[src/source/exu_pkg.sv]
`default_nettype none

package exu_pkg;

  // width of the struct fields below
  localparam int PKG_XLEN = 64;

  typedef enum logic [1:0] {
    CLS_ALU = 2'd0,
    CLS_BJP = 2'd1,
    CLS_LS  = 2'd2
  } op_class_e;

  typedef enum logic [3:0] {
    ADD  = 4'd0,
    SUB  = 4'd1,
    SLL  = 4'd2,
    SLT  = 4'd3,
    SLTU = 4'd4,
    XOR  = 4'd5,
    SRL  = 4'd6,
    SRA  = 4'd7,
    OR   = 4'd8,
    AND  = 4'd9,
    LUI  = 4'd10
  } alu_op_e;

  typedef enum logic [3:0] {
    JAL  = 4'd0,
    JALR = 4'd1,
    BEQ  = 4'd2,
    BNE  = 4'd3,
    BLT  = 4'd4,
    BGE  = 4'd5,
    BLTU = 4'd6,
    BGEU = 4'd7
  } bjp_op_e;

  typedef enum logic [1:0] {
    LS_BYTE  = 2'd0,
    LS_HALF  = 2'd1,
    LS_WORD  = 2'd2,
    LS_DWORD = 2'd3
  } ls_size_e;

  // ls ops use op[3] store, op[2] unsigned, op[1:0] size
  typedef struct packed {
    op_class_e             op_class;
    logic [3:0]            op;
    logic [4:0]            rd_idx;
    logic                  rd_we;
    logic [PKG_XLEN-1:0]   op1;
    logic [PKG_XLEN-1:0]   op2;
    logic [PKG_XLEN-1:0]   jp1;
    logic [PKG_XLEN-1:0]   jp2;
  } uop_t;

  typedef struct packed {
    logic                  valid;
    logic                  rd_we;
    logic [4:0]            rd_idx;
    logic [PKG_XLEN-1:0]   res;
    logic                  jump_flag;
    logic [PKG_XLEN-1:0]   jump_addr;
    logic                  ls_valid;
    logic                  ls_store;
    logic                  ls_unsigned;
    ls_size_e              ls_size;
    logic [PKG_XLEN-1:0]   store_data;
    logic                  bad_op;
  } exu_res_t;

  // apb register map, byte addresses
  localparam logic [11:0] ADDR_OP1     = 12'h000;
  localparam logic [11:0] ADDR_OP2     = 12'h008;
  localparam logic [11:0] ADDR_JP1     = 12'h010;
  localparam logic [11:0] ADDR_JP2     = 12'h018;
  localparam logic [11:0] ADDR_CMD     = 12'h020;
  localparam logic [11:0] ADDR_STATUS  = 12'h028;
  localparam logic [11:0] ADDR_JUMP    = 12'h030;
  localparam logic [11:0] ADDR_LS      = 12'h038;
  localparam logic [11:0] ADDR_STORE   = 12'h040;
  localparam logic [11:0] ADDR_RF_BASE = 12'h100;

endpackage

`default_nettype wire

[src/source/result_file.sv]
`timescale 1ns/1ps
`default_nettype none

module result_file import exu_pkg::*; #(
  parameter int XLEN = 64
) (
  input  logic            clk,
  input  logic            rst_i,
  input  exu_res_t        res_i,
  input  logic [4:0]      rd_idx_i,
  output logic [XLEN-1:0] rdata_o,
  output exu_res_t        stat_o,
  output logic            bad_op_o
);

  logic [XLEN-1:0] regs [32];
  exu_res_t        stat_d;
  exu_res_t        stat_q;
  logic            bad_q;

  // ls info only moves on a load or store
  always_comb begin
    stat_d = res_i;
    if (!res_i.ls_valid) begin
      stat_d.ls_valid    = stat_q.ls_valid;
      stat_d.ls_store    = stat_q.ls_store;
      stat_d.ls_unsigned = stat_q.ls_unsigned;
      stat_d.ls_size     = stat_q.ls_size;
      stat_d.store_data  = stat_q.store_data;
    end
  end

  always_ff @(posedge clk) begin
    if (rst_i) begin
      for (int i = 0; i < 32; i++) begin
        regs[i] <= '0;
      end
      stat_q <= '0;
      bad_q  <= 1'b0;
    end else if (res_i.valid) begin
      if (res_i.rd_we && (res_i.rd_idx != 5'd0)) begin
        regs[res_i.rd_idx] <= res_i.res;
      end
      stat_q <= stat_d;
      // sticky until reset
      bad_q  <= bad_q | res_i.bad_op;
    end
  end

  assign rdata_o  = regs[rd_idx_i];
  assign stat_o   = stat_q;
  assign bad_op_o = bad_q;

endmodule

`default_nettype wire

[config.mk]
export PLATFORM = sky130hd
export DESIGN_NAME = result_file
export DESIGN_NICKNAME = d
export VERILOG_FILES = /design/src/source/exu_pkg.sv /design/src/source/result_file.sv
export SDC_FILE = /design/constraint.sdc
export NUM_CORES = 2
export LEC_CHECK = 0
export BUFFER_PORTS_ARGS = -buffer_cell sky130_fd_sc_hd__buf_2
export CORE_MARGIN = 3
export CORE_UTILIZATION = 52
export DETAILED_ROUTE_END_ITERATION = 8
export PLACE_DENSITY = 0.79
export SLEW_MARGIN = 15
export SYNTH_ARGS = -nofsm -noshare
export SYNTH_HDL_FRONTEND = slang
export SYNTH_SLANG_ARGS = --single-unit
[constraint.sdc]
create_clock -name clk -period 6.2 [get_ports clk]
set_input_delay 0.31 -clock clk [delete_from_list [all_inputs] [get_ports clk]]
set_output_delay 0.31 -clock clk [all_outputs]
set_load 0.1 [all_outputs]
=== Yosys cells after proc, flatten, opt, wreduce, memory -nomap -nowiden ===
Memories as Yosys holds them, arrays and structs flattened.
Index checks and enable logic that the tools add are counted.

* Divide/modulo/power cells: 0
* Add/sub/neg operators: 0
* Muxes and demuxes: 9
* Order comparisons: 0
* $mul: 0
* Reduce and logical (&&, ||, !) cells: 4
* Equality and inequality tests: 0
* Bitwise logic cells: 1
* Shifts and indexed selects: 0

{| class="wikitable"
|+ Operator list
! cell !! count
|-
| 64-bit 2-to-1 mux || 1
|-
| 64-bit OR reduction || 1
|-
| 1-bit 2-to-1 mux || 7
|-
| 5-bit 2-to-1 mux || 1
|-
| 5-bit nonzero test || 1
|-
| 2-bit AND reduction || 1
|-
| 1-bit logical AND || 1
|-
| 1-bit OR || 1
|}

* Memory bits (writable): 2,048
* Output and inout bits: 271
* ROM bits: 0
* Register bits after elaboration: 207
* Memories kept: 1
* Word-level logic and storage cells: 28
* Bits in latches: 0

{| class="wikitable"
|+ Memory list
! memory !! depth !! bits a word !! rd ports !! clocked after memory_dff !! wr ports !! RTL line !! source
|-
| regs || 32 || 64 || 1 || 0 || 32 || result_file.sv:16 || <nowiki>logic [XLEN-1:0] regs [32];</nowiki>
|}

=== Logic depth before layout (Yosys ltp) ===
* Depth in word-level cells: 8
* Gate-level depth with buffers: 8

=== Least setup slack after synthesis ===
OpenSTA, ideal clock, no wires.

* Path kind: input to output
* Start: in rd_idx_i[1]
* End: out rdata_o[43]
* Stages: 7
* Arrival time: 3,920 ps
* Data required time: 5,890 ps
* Setup slack: 1,970 ps
* Path through: buf_2 > buf_2 > buf_2 > clkbuf_1 > mux4_2 > mux2i_1 > a221oi_1

* Longest elaborated chain between the ends: 1

{| class="wikitable"
|+ RTL lines
! item !! RTL line !! source
|-
| start, declared || result_file.sv:10 || <nowiki>input logic [4:0] rd_idx_i,</nowiki>
|-
| memory 32 x 64 bit || - ||
|-
| end, declared || result_file.sv:11 || <nowiki>output logic [XLEN-1:0] rdata_o,</nowiki>
|}

Every way passes these cells.

=== Worst setup path in the final report ===
* Start: in rd_idx_i[2]
* End: out rdata_o[12]

Same word-level chain as after synthesis.

==> flow_summary_export.csv <==
group,metric,value,unit
run_status,status,"finished clean",
global_routing,track_usage,28.6,%
flow_run,drv_cap,0,
logic_synthesis,yosys-top-cells-count,"2048 x edfxtp_1, 1985 x and2_1, 582 x mux4_2, 478 x clkbuf_1, 207 x dfxtp_1",
floorplanning,ioPinCount,484,
place,place_hpwl,158,mm
drt,vias_per_cell,6.17,
sta,period_minus_slack,4280,ps
logic_synthesis,synth_cells,6239,
logic_synthesis,ys_ff_latch,2255,
cts,clk_pin_slew,60,ps
cts,root_buffer,"clkbuf_16",
cts,cts_buffers,216,
pwr,vdd_drop_max,0.277,mV
final_layout,final_util,59.8,%
pwr,power.density,306,nW/um2
cts,htreeDepth,4,
cts,tritoncts,"yes",
final_layout,syn2layout_area_growth,13.8,%
drt,drtIter0Drc,7747,
final_layout,fill_cells,13400,
drt,drc_errors,0,
sta,finalCritPeriodShare,69.0,%
hold_path,worstHoldPathType,"input port to flip-flop",
floorplanning,initial_utilization,52.5,%
critical_path,cpPeakStageDelay,810,ps
drt,ant_nets,0,
critical_path,path_class,"input port to output pin",
floorplanning,rows,159,
sta,finalClockSkew,0,ps
drt,first_pass_iters,6,
logic_synthesis,async_flop_share,0,%
place,gp_congestion,0.867,
global_routing,grt_max_degree,107,
floorplanning,die_area,196000,um2
critical_path,worstPathMaxFanout,76,
sta,tightest_slew,1220,ps
logic_synthesis,yosys.cell_types.count,31,
cts,clk_latency,840,ps
cts,cts_resized,0,
critical_path,setup.worst_path.start_class,"input port",
sta,slew_headroom,18.9,%
sta,maxSlewViolCount,0,
logic_synthesis,syn_avg_cell_area,15.9,um2
place,pre_cts_slack,1790,ps
logic_synthesis,seq_area_frac_synth,66.3,%
pwr,p_leak,0.0404,uW
drt,wire_per_inst,30.0,um
logic_synthesis,netlist_area,99000,um2
sta,clock.fmax,234,MHz
logic_synthesis,netlist_top_cells_area,"edfxtp_1 62%, mux4_2 13%, and2_1 13%, dfxtp_1 4.2%, mux2i_1 1.9%",
logic_synthesis,yosys_warnings,0,
global_routing,grt_pass1_wl,408,mm
drt,routed_wl,281,mm
critical_path,crit_path_end_kind,"output pin",
logic_synthesis,synth.most_common_cell,"edfxtp_1",
logic_synthesis,yosysTopAreaCell,"edfxtp_1",
cts,cts.sinks,2255,
global_routing,antenna_found_initial,29,
critical_path,worstPathArrival,3970,ps
final_layout,nets,6903,
critical_path,required,5890,ps
critical_path,critPathSlowestCell,"a221oi_1",
final_layout,drive_gt1_share,24.2,%
floorplanning,die_width,442,um
sta,rsz0062_at_grt,"no",
sta,setup_total_negative_slack,0,ps
logic_synthesis,yosys.area.top_type_share,62.1,%
global_routing,grt_pass1_vias,59700,
sta,layout_setup_ws,1920,ps
drt,num_vias,57900,
sta,setup_viol,0,
logic_synthesis,synth_ff_type,"edfxtp_1",
critical_path,crit_chain,"buf_8 > buf_12 > buf_4 > mux2_2 > o22ai_1 > a221oi_1 > buf_4 > buf_2",
floorplanning,die_h,442,um
global_routing,grt_overflow,0,
floorplanning,core-area,189000,um2
critical_path,crit_top_cell,"buf_4",
cts,max-clock-path-buffers,3,
logic_synthesis,synth_edf_count,2048,
place,io_buffer_count,483,
sta,final-hold-violation-count,0,
==> cells in the final DEF, fill, tap and decap left out, drive strengths merged <==
cell,n
clkbuf,280
nor4b,1
nand2b,6
nand2,143
or2,31
nand3,2
o22ai,30
clkinvlp,8
mux4,582
edfxtp,2048
conb,64
dfxtp,207
dlygate4sd3,186
and2,1985
nand4bb,1
o221ai,1
mux2i,191
a221o,2
mux2,94
or3,1
clkinv,92
bufinv,17
diode,8
nor2,164
nand3b,3
nor2b,2
nor3,10
or4b,2
a21oi,70
o21a,1
o21ai,2
buf,618
a221oi,25
inv,10
==> what timing repair did <==
action	in CTS	in global routing
hold buffers	186	0
endpoints found under the hold margin	181	0
buffers inserted	0	0
==> registers in the layout (all words and copies together) (netlist names) <==
register  cells
bad_op_o      1
stat_o      206
regs       2048
==> area by class of cell <==
class,instances,area (um2),share of cell area [%]
Antenna cell,8,20.0,0.0178
Timing Repair Buffer,804,5620,4.99
Clock inverter,127,1160,1.03
Clock buffer,280,5770,5.12
Tap cell,2495,3120,2.77
Sequential cell,2255,65600,58.2
Multi-Input combinational cell,3413,31400,27.8
==> critical path, delay by kind of cell <==
family          cells  cell delay, ps
buf+inv             5            2200
compound gates      2            1000
mux                 1             290
==> stage by stage <==
step / total power [uW] / std cells / hold WS, ps / cell area, um2
after floorplan: 20400 / 6302 / 446 / 99300
after global placement: 21600 / 8775 / 439 / 104000
after detailed placement: 21700 / 8778 / 443 / 104000
after CTS: 34600 / 9371 / 1.38 / 113000
after global routing: 35300 / 9379 / 82.4 / 113000
final: 34500 / 9382 / 55.0 / 113000
==> path summary, 6_finish.rpt <==
check | from | endpoint | slack [ps] | depth (start not counted)
hold reg to reg | stat_o[68]$_SDFFE_PP0P_ | stat_o[68]$_SDFFE_PP0P_ | 450 | 2
setup reg to reg | stat_o[74]$_SDFFE_PP0P_ | stat_o[74]$_SDFFE_PP0P_ | 4940 | 3
setup / recovery | rd_idx_i[2] | rdata_o[12] | 1920 | 8
hold / removal | res_i[145] | stat_o[145]$_SDFFE_PP0P_ | 50 | 3
==> routing by layer <==
layer / wire length (um) / up-vias / GRT usage [%] / part of all wire, %
li1: - / 23600 / - / -
met1: 98600 / 29600 / 36.9 / 35
met2: 135000 / 3975 / 46.3 / 48
met3: 32200 / 704 / 6.29 / 11
met4: 15500 / 18 / 14.1 / 5.5
met5: 108 / - / 0 / 0.038
==> power by group <==
| group | leakage (uW) | internal, uW | switching [uW] |
|---|---|---|---|
| Clock | 0.00337 | 7280 | 5730 |
| Combinational | 0.0159 | 1170 | 2730 |
| Sequential | 0.0212 | 17400 | 256 |
| Total | 0.0404 | 25800 | 8710 |
==> logic make-up after synthesis <==
kind of cell	after synthesis	synth area share, %
and+or+nand+nor	2351	14.1
muxes	867	16.2
buffers and inverters	634	2.60
DFF	2255	66.3
other	1	0.00379
AOI/OAI and AO/OA	131	0.811
Note: power is estimated with default switching activity, not from simulation.
