`config.mk`:
```
export PLATFORM = sky130hd
export DESIGN_NAME = exec_unit
export DESIGN_NICKNAME = d
export VERILOG_FILES = /design/src/source/exu_pkg.sv /design/src/source/exec_unit.sv
export SDC_FILE = /design/constraint.sdc
export NUM_CORES = 2
export LEC_CHECK = 0
export ABC_AREA = 1
export BUFFER_PORTS_ARGS = -buffer_cell sky130_fd_sc_hd__buf_2
export CAP_MARGIN = 20
export CORE_MARGIN = 5
export CORE_UTILIZATION = 30
export DETAILED_ROUTE_END_ITERATION = 8
export PLACE_DENSITY = 0.51
export SYNTH_ARGS = -nofsm -noshare
export SYNTH_HDL_FRONTEND = slang
export SYNTH_SLANG_ARGS = --single-unit
```
`constraint.sdc`:
```
create_clock -name clk -period 4.14 [get_ports clk]
set_input_delay 0 -clock clk [delete_from_list [all_inputs] [get_ports clk]]
set_output_delay 0 -clock clk [all_outputs]
set_load 0.1 [all_outputs]
```
`src/source/exu_pkg.sv`:
```
`default_nettype none

package exu_pkg;

  // width of the struct fields below
  localparam int PKG_XLEN = 64;

  typedef enum logic [1:0] {
    CLS_ALU = 2'd0,
    CLS_BJP = 2'd1,
    CLS_LS  = 2'd2
  } op_class_e;

  typedef enum logic [3:0] {
    ADD  = 4'd0,
    SUB  = 4'd1,
    SLL  = 4'd2,
    SLT  = 4'd3,
    SLTU = 4'd4,
    XOR  = 4'd5,
    SRL  = 4'd6,
    SRA  = 4'd7,
    OR   = 4'd8,
    AND  = 4'd9,
    LUI  = 4'd10
  } alu_op_e;

  typedef enum logic [3:0] {
    JAL  = 4'd0,
    JALR = 4'd1,
    BEQ  = 4'd2,
    BNE  = 4'd3,
    BLT  = 4'd4,
    BGE  = 4'd5,
    BLTU = 4'd6,
    BGEU = 4'd7
  } bjp_op_e;

  typedef enum logic [1:0] {
    LS_BYTE  = 2'd0,
    LS_HALF  = 2'd1,
    LS_WORD  = 2'd2,
    LS_DWORD = 2'd3
  } ls_size_e;

  // ls ops use op[3] store, op[2] unsigned, op[1:0] size
  typedef struct packed {
    op_class_e             op_class;
    logic [3:0]            op;
    logic [4:0]            rd_idx;
    logic                  rd_we;
    logic [PKG_XLEN-1:0]   op1;
    logic [PKG_XLEN-1:0]   op2;
    logic [PKG_XLEN-1:0]   jp1;
    logic [PKG_XLEN-1:0]   jp2;
  } uop_t;

  typedef struct packed {
    logic                  valid;
    logic                  rd_we;
    logic [4:0]            rd_idx;
    logic [PKG_XLEN-1:0]   res;
    logic                  jump_flag;
    logic [PKG_XLEN-1:0]   jump_addr;
    logic                  ls_valid;
    logic                  ls_store;
    logic                  ls_unsigned;
    ls_size_e              ls_size;
    logic [PKG_XLEN-1:0]   store_data;
    logic                  bad_op;
  } exu_res_t;

  // apb register map, byte addresses
  localparam logic [11:0] ADDR_OP1     = 12'h000;
  localparam logic [11:0] ADDR_OP2     = 12'h008;
  localparam logic [11:0] ADDR_JP1     = 12'h010;
  localparam logic [11:0] ADDR_JP2     = 12'h018;
  localparam logic [11:0] ADDR_CMD     = 12'h020;
  localparam logic [11:0] ADDR_STATUS  = 12'h028;
  localparam logic [11:0] ADDR_JUMP    = 12'h030;
  localparam logic [11:0] ADDR_LS      = 12'h038;
  localparam logic [11:0] ADDR_STORE   = 12'h040;
  localparam logic [11:0] ADDR_RF_BASE = 12'h100;

endpackage

`default_nettype wire

```
`src/source/exec_unit.sv`:
```
`timescale 1ns/1ps
`default_nettype none

module exec_unit import exu_pkg::*; #(
  parameter int XLEN = 64
) (
  input  logic     clk,
  input  logic     rst_i,
  input  logic     head_valid_i,
  input  uop_t     head_uop_i,
  output logic     pop_o,
  output logic     busy_o,
  output exu_res_t res_o
);

  localparam int SHW = $clog2(XLEN);

  uop_t            u;
  alu_op_e         alu_op;
  bjp_op_e         bjp_op;
  logic            alu_req;
  logic            bjp_req;
  logic            is_jump;
  logic            use_sub;
  logic [XLEN-1:0] add_in2;
  logic [XLEN:0]   add_sum;
  logic [SHW-1:0]  shamt;
  logic            eq;
  logic            lt_s;
  logic            lt_u;
  logic [XLEN-1:0] alu_res;
  logic            alu_ok;
  logic            bjp_ok;
  logic            taken;
  exu_res_t        res_d;
  exu_res_t        res_q;

  assign u       = head_uop_i;
  assign alu_op  = alu_op_e'(u.op);
  assign bjp_op  = bjp_op_e'(u.op);
  assign alu_req = (u.op_class == CLS_ALU);
  assign bjp_req = (u.op_class == CLS_BJP);
  assign is_jump = bjp_req && (bjp_op inside {JAL, JALR});

  // one adder, subtracts for compares and conditional branches
  assign use_sub = (alu_req && (alu_op inside {SUB, SLT, SLTU})) || (bjp_req && !is_jump);
  assign add_in2 = use_sub ? ~u.op2 : u.op2;
  assign add_sum = {1'b0, u.op1} + {1'b0, add_in2} + {{XLEN{1'b0}}, use_sub};

  assign eq   = (add_sum[XLEN-1:0] == '0);
  // no carry out of op1 + ~op2 + 1 means op1 < op2 unsigned
  assign lt_u = !add_sum[XLEN];
  assign lt_s = (u.op1[XLEN-1] && !u.op2[XLEN-1]) ||
                (!(u.op1[XLEN-1] ^ u.op2[XLEN-1]) && add_sum[XLEN-1]);

  assign shamt = u.op2[SHW-1:0];

  always_comb begin
    alu_ok = 1'b1;
    case (alu_op)
      ADD, SUB: alu_res = add_sum[XLEN-1:0];
      SLL:      alu_res = u.op1 << shamt;
      SLT:      alu_res = {{(XLEN-1){1'b0}}, lt_s};
      SLTU:     alu_res = {{(XLEN-1){1'b0}}, lt_u};
      XOR:      alu_res = u.op1 ^ u.op2;
      SRL:      alu_res = u.op1 >> shamt;
      SRA:      alu_res = $signed(u.op1) >>> shamt;
      OR:       alu_res = u.op1 | u.op2;
      AND:      alu_res = u.op1 & u.op2;
      LUI:      alu_res = u.op2;
      default: begin
        alu_res = '0;
        alu_ok  = 1'b0;
      end
    endcase
  end

  always_comb begin
    bjp_ok = 1'b1;
    taken  = 1'b0;
    case (bjp_op)
      JAL, JALR: taken = 1'b1;
      BEQ:       taken = eq;
      BNE:       taken = !eq;
      BLT:       taken = lt_s;
      BGE:       taken = !lt_s;
      BLTU:      taken = lt_u;
      BGEU:      taken = !lt_u;
      default:   bjp_ok = 1'b0;
    endcase
  end

  always_comb begin
    res_d           = '0;
    res_d.valid     = 1'b1;
    res_d.rd_idx    = u.rd_idx;
    res_d.jump_addr = u.jp1 + u.jp2;
    case (u.op_class)
      CLS_ALU: begin
        res_d.res    = alu_res;
        res_d.bad_op = !alu_ok;
      end
      CLS_BJP: begin
        // link value for jal and jalr
        res_d.res       = add_sum[XLEN-1:0];
        res_d.jump_flag = taken && bjp_ok;
        res_d.bad_op    = !bjp_ok;
      end
      CLS_LS: begin
        res_d.res         = add_sum[XLEN-1:0];
        res_d.ls_valid    = 1'b1;
        res_d.ls_store    = u.op[3];
        res_d.ls_unsigned = u.op[2];
        res_d.ls_size     = ls_size_e'(u.op[1:0]);
        res_d.store_data  = u.op[3] ? u.jp2 : '0;
      end
      default: res_d.bad_op = 1'b1;
    endcase
    // loads and stores never write rd, x0 stays zero
    res_d.rd_we = u.rd_we && (u.rd_idx != 5'd0) && !res_d.bad_op && (alu_req || is_jump);
  end

  always_ff @(posedge clk) begin
    if (rst_i) begin
      res_q <= '0;
    end else if (head_valid_i) begin
      res_q <= res_d;
    end else begin
      res_q.valid <= 1'b0;
    end
  end

  // head is consumed every cycle it is valid
  assign pop_o  = head_valid_i;
  assign busy_o = res_q.valid;
  assign res_o  = res_q;

endmodule

`default_nettype wire

```
After elaboration in Yosys (flattened, before gate mapping)
Index checks and enable logic that the tools add are counted.

word-level totals
  bits in registers = 206
  bits in latches = 0
  RAM bits = 0
  memory bits (read-only) = 0
  output and inout port bits = 208
  word-level logic and storage cells = 77
  memories = 0

cells by class
  add/sub/neg operators = 3
  multipliers = 0
  divide/modulo/power cells = 0
  $lt $le $gt $ge = 0
  eq/ne operators = 12
  shift operators = 3
  multiplexer cells = 11
  bitwise logic cells = 5
  reduce and logical (&&, ||, !) cells = 31

operator list
  cell                number
  $pmux 64 s10        1
  $mux 64             2
  $pmux 64 s2         1
  $mux 69             1
  $add 64x64->65      1
  $add 65x1->65       1
  $add 64x64->64      1
  $and 64x64->64      1
  $logic_not 64->1    1
  $not 64->64         1
  $or 64x64->64       1
  $shl 64x6->64       1
  $shr 64x6->64       1
  $sshr 64x6->64      1
  $xor 64x64->64      1
  $eq 4x3->1 const B  4
  $eq 4x4->1 const B  3
  $reduce_or 11->1    1
  $logic_and 1x1->1   9
  $logic_not 1->1     9
  $eq 4x2->1 const B  2
  $reduce_or 8->1     1
  $pmux 1 s7          1
  $reduce_bool 5->1   1
  12 further kinds    18

Logic depth before layout (Yosys ltp)
  depth in word-level cells = 15
  depth in mapped cells = 32
  mapped depth without buffers = 31

Worst setup path before layout
No wires, ideal clock.

  kind = input to register
  from = input port head_uop_i[266] (netlist bit)
  to = register res_q (netlist bit res_o[134])
  arrival = 3.269 ns
  required time = 4.009 ns
  path slack = 0.740 ns
  cell stages on the path = 26
  cells stage by stage = inv_1 ha_1 buf_2 nand2_2 nand2_1 clkbuf_1 xor2_1 ha_1 a21oi_2 o21ai_0 a21oi_1 nand2_2 nand2_1 nand2_2 a21oi_1 nand2_1 nand2_1 nand3_1 nor2_1 nand3_1 nor2_2 nand3_1 nand2_1 nand3_1 nand2_1 a21oi_2

on the way
  cells in the longest elaborated chain, start to end = 14

ends and longest elaborated chain
  what                                                                     line              text
  start: declaration                                                       exec_unit.sv:10   input uop_t head_uop_i,
  parallel branches: the longest is 13 deep, another holds $add 64x64->65  -
  $mux 1 *                                                                 exec_unit.sv:98   case (u.op_class)
  end signal: assignment                                                   exec_unit.sv:127  res_q <= res_d;
  end: declaration                                                         exec_unit.sv:36   exu_res_t res_q;

Mark *: on every way between the ends.
A chain may end at the register's enable or synchronous reset.

Worst setup path in the final report
  from = input port head_uop_i[262] (netlist bit)
  to = register res_q (netlist bit res_o[134])

on the way
  cells in the longest elaborated chain, start to end = 15

ends and longest elaborated chain
  what                                                                     line              text
  parallel branches: the longest is 13 deep, another holds $add 64x64->65  -
  $logic_and 1x1->1 *                                                      exec_unit.sv:106  res_d.jump_flag = taken && bjp_ok;
  $mux 1 *                                                                 exec_unit.sv:98

Marked as above.

==> results.toml <==
[cells_and_area]
design_area_mm2 = 0.0373
nFillCells = 11200
drive_above_1_share_pct = 15.4
final_util_pct = 37.9
nets = 6453
syn2layout_area_growth_pct = 25.6

[clock_tree]
cts_buffers = 24
path_clk_slew_ps = 70
cts_tree = "done"
cts.sinks = 206
htree_levels = 1
cts_buffer_depth = 3
cts_root_buffer = "clkbuf_16"
clock_latency_ps = 550

[power_and_ir_drop]
total_power_mw = 11.0
clkPwrFrac_pct = 20.5
powerDensity_mw_per_mm2 = 295
leakagePower_nw = 18.9
swShare_pct = 52.0
power_frac_comb_pct = 59.7
ir_drop_mv = 0.309
power_frac_seq_pct = 19.8
p_int_mw = 5.28
netSwitchingPower_mw = 5.72

[setup_path]
required_ps = 4640
critPathMaxFanout = 25
critPathMaxStageDelay_ps = 440
end_kind = "register"
critical_path.slowest_cell = "o21ai_0"
crit_type = "in2reg"
startpoint_type = "primary input"
arrival_ps = 4360
r2r_start = "res_o[62]$_SDFFE_PP0P_"
path_delay_family = "simple AND/OR/NAND/NOR gates"
cp-startpoint = "head_uop_i[262]"
cp_num_buf_inv = 3

[place]
place_area_mm2 = 0.0352
port_buffers = 478
place_ws_ps = -376
routabilityCongestion = 1.09
hpwl_um = 161000

[floorplan]
start_util_pct = 30.2
io_pins = 479
die_w_um = 325
die_area_mm2 = 0.105
rows = 115
core_mm2 = 0.0983
dieHeight_um = 325

[run_status]
status = "finished clean"

[yosys]
synth.area.top_cells = "nand2_1, dfxtp_1, ha_1, inv_1, o21ai_0"
synth_edf_count = 0
synthArstFlopShare_pct = 0
netlist.area_leader.share_pct = 18.1
postSynthAreaPerCell_um2 = 5.67
yosys_register_bits = 206
syn_nets = 5770
syn_area_mm2 = 0.0297
seq_area_frac_synth_pct = 13.9
synth.distinct_cells = 67
yosysWarningCount = 0
synth_ff_type = "dfxtp_1"
synth_cells = 5236
synth_top_area_cell = "nand2_1"

[worst_hold_path]
hp-start = "head_uop_i[71]"
hp-class = "in2reg"

[sta]
fin_crit_sh_pct = 93.3
worst_pin_slew_ps = 1150
max_freq_ghz = 0.259
fin_worst_skew_ps = 0
setup_tns_ps = 0
relSlewSlack_pct = 23.1
rsz0062_at_grt = "no"
maxSlewViolCount = 0
setup_viol = 0
timing.final.crit_period_ps = 3860
setup_ws_ps = 276
hold_viol = 0

[grt]
grt_pass1_wl_um = 270000
gr-total-overflow = 0
grt_max_degree = 104
track_usage_pct = 34.5
grt_antenna_before_repair = 12
grt_pass1_vias = 37500

[routing]
ant_nets = 0
wl_per_cell_um = 26.7
drt-total-wl_um = 193000
first_pass_iters = 5
drc = 0
vias = 39700
initialDrtViolationCount = 4611
vias_per_cell = 5.50

[job]
max-cap-violations = 0
stage by stage:
step,cells,hold WS (ps)
global placement,7054,249
detailed placement,7056,251
finish,7230,26.1
CTS,7222,0.332
global route,7228,32.8
floorplan,5236,135
layout by cell type (no fill, tap or decap), types with 42 or more instances in the layout:
cell and count:
nor2_1 468, a31oi_1 59, buf_2 472, o22ai_1 43
nand3_1 166, a21oi_1 492, xor2_1 94, inv_1 685
dlygate4sd3_1 124, o21ai_0 504, o21ai_1 52, buf_4 305
nor3_1 46, ha_1 261, o211ai_1 42, nand2_1 1431
dfxtp_1 206
flip-flops by register name, summed over array words and instances (netlist names):
| signal | cells |
|---|---|
| res_o | 205 |
| busy_o | 1 |
tightest hold or removal path: stages:
cell and delay [ps]:
buf_2 80, ha_1 190, xor2_1 80, o21ai_0 150, inv_1 40
power by group through the flow:
| stage | combinational, mW | sequential (mW) | clock [mW] |
|---|---|---|---|
| after CTS | 6.42 | 2.17 | 2.30 |
| final | 6.57 | 2.17 | 2.25 |
| after global placement | 6.34 | 2.21 | 0 |
| after global routing | 6.94 | 2.19 | 2.36 |
| after floorplan | 2.84 | 3.12 | 0 |
| after detailed placement | 6.32 | 2.22 | 0 |
kinds of logic (layout without fill, tap and decap cells):
kind of cell               after synthesis  count (layout)  synth area share, %
and+or+nand+nor                       2241            2241                 30.5
AOI/OAI and AO/OA                     1417            1417                 27.3
buffers and inverters                  958            1657                 12.6
adders and majority gates              263             263                 11.1
DFF                                    206             206                 13.9
xor gates and xnor gates               116             116                 3.42
muxes                                   35              35                 1.18
other                                    0               8                    0
final timing paths:
| path | cells past startpoint | slack (ps) | endpoint |
|---|---|---|---|
| setup / recovery | 26 | 280 | res_o[134]$_SDFFE_PP0P_ |
| hold / removal | 5 | 30 | res_o[77]$_SDFFE_PP0P_ |
| setup reg to reg | 3 | 2910 | res_o[62]$_SDFFE_PP0P_ |
| hold reg to reg | 2 | 460 | res_o[69]$_SDFFE_PP0P_ |
Yosys cell counts, drive strengths merged, types with 15 or more instances:
cell,n
nand3,170
o2111ai,20
o21bai,18
dfxtp,206
a221oi,37
o21a,23
o21ai,563
buf,94
clkbuf,167
xnor2,22
nand2,1456
a2111oi,15
inv,693
a31oi,60
o221ai,23
a21oi,499
o22ai,43
nor3,47
ha,261
nand3b,16
nor2,478
nand4,32
mux2i,35
xor2,94
or2,24
o211ai,42
area by class of cell:
type	count	area, um^2	share of cell area (%)
timing repair buffer	918	6210	16.7
sequential	206	4120	11.1
antenna	8	20.0	0.0537
clock buffer	35	733	1.97
inverter	697	2630	7.06
tap	1287	1610	4.32
multi-input combinational	4072	21900	58.7
clock inverter	7	78.8	0.211
what timing repair did:
action                                  CTS  global route
endpoints found under the setup margin    0             1
resized for setup                         0             2
endpoints found under the hold margin   104             0
buffers inserted                          0             0
hold buffers                            124             0
per-layer routing:
metal / global-route usage (%) / vias up / share of wire, %
met3: 6.46 / 396 / 8.7
met5: 0 / - / 0.018
met1: 45.2 / 18700 / 42
met4: 18.1 / 6 / 6.5
li1: - / 18700 / -
met2: 53.9 / 1942 / 43
(Power assumes the default switching activity.)
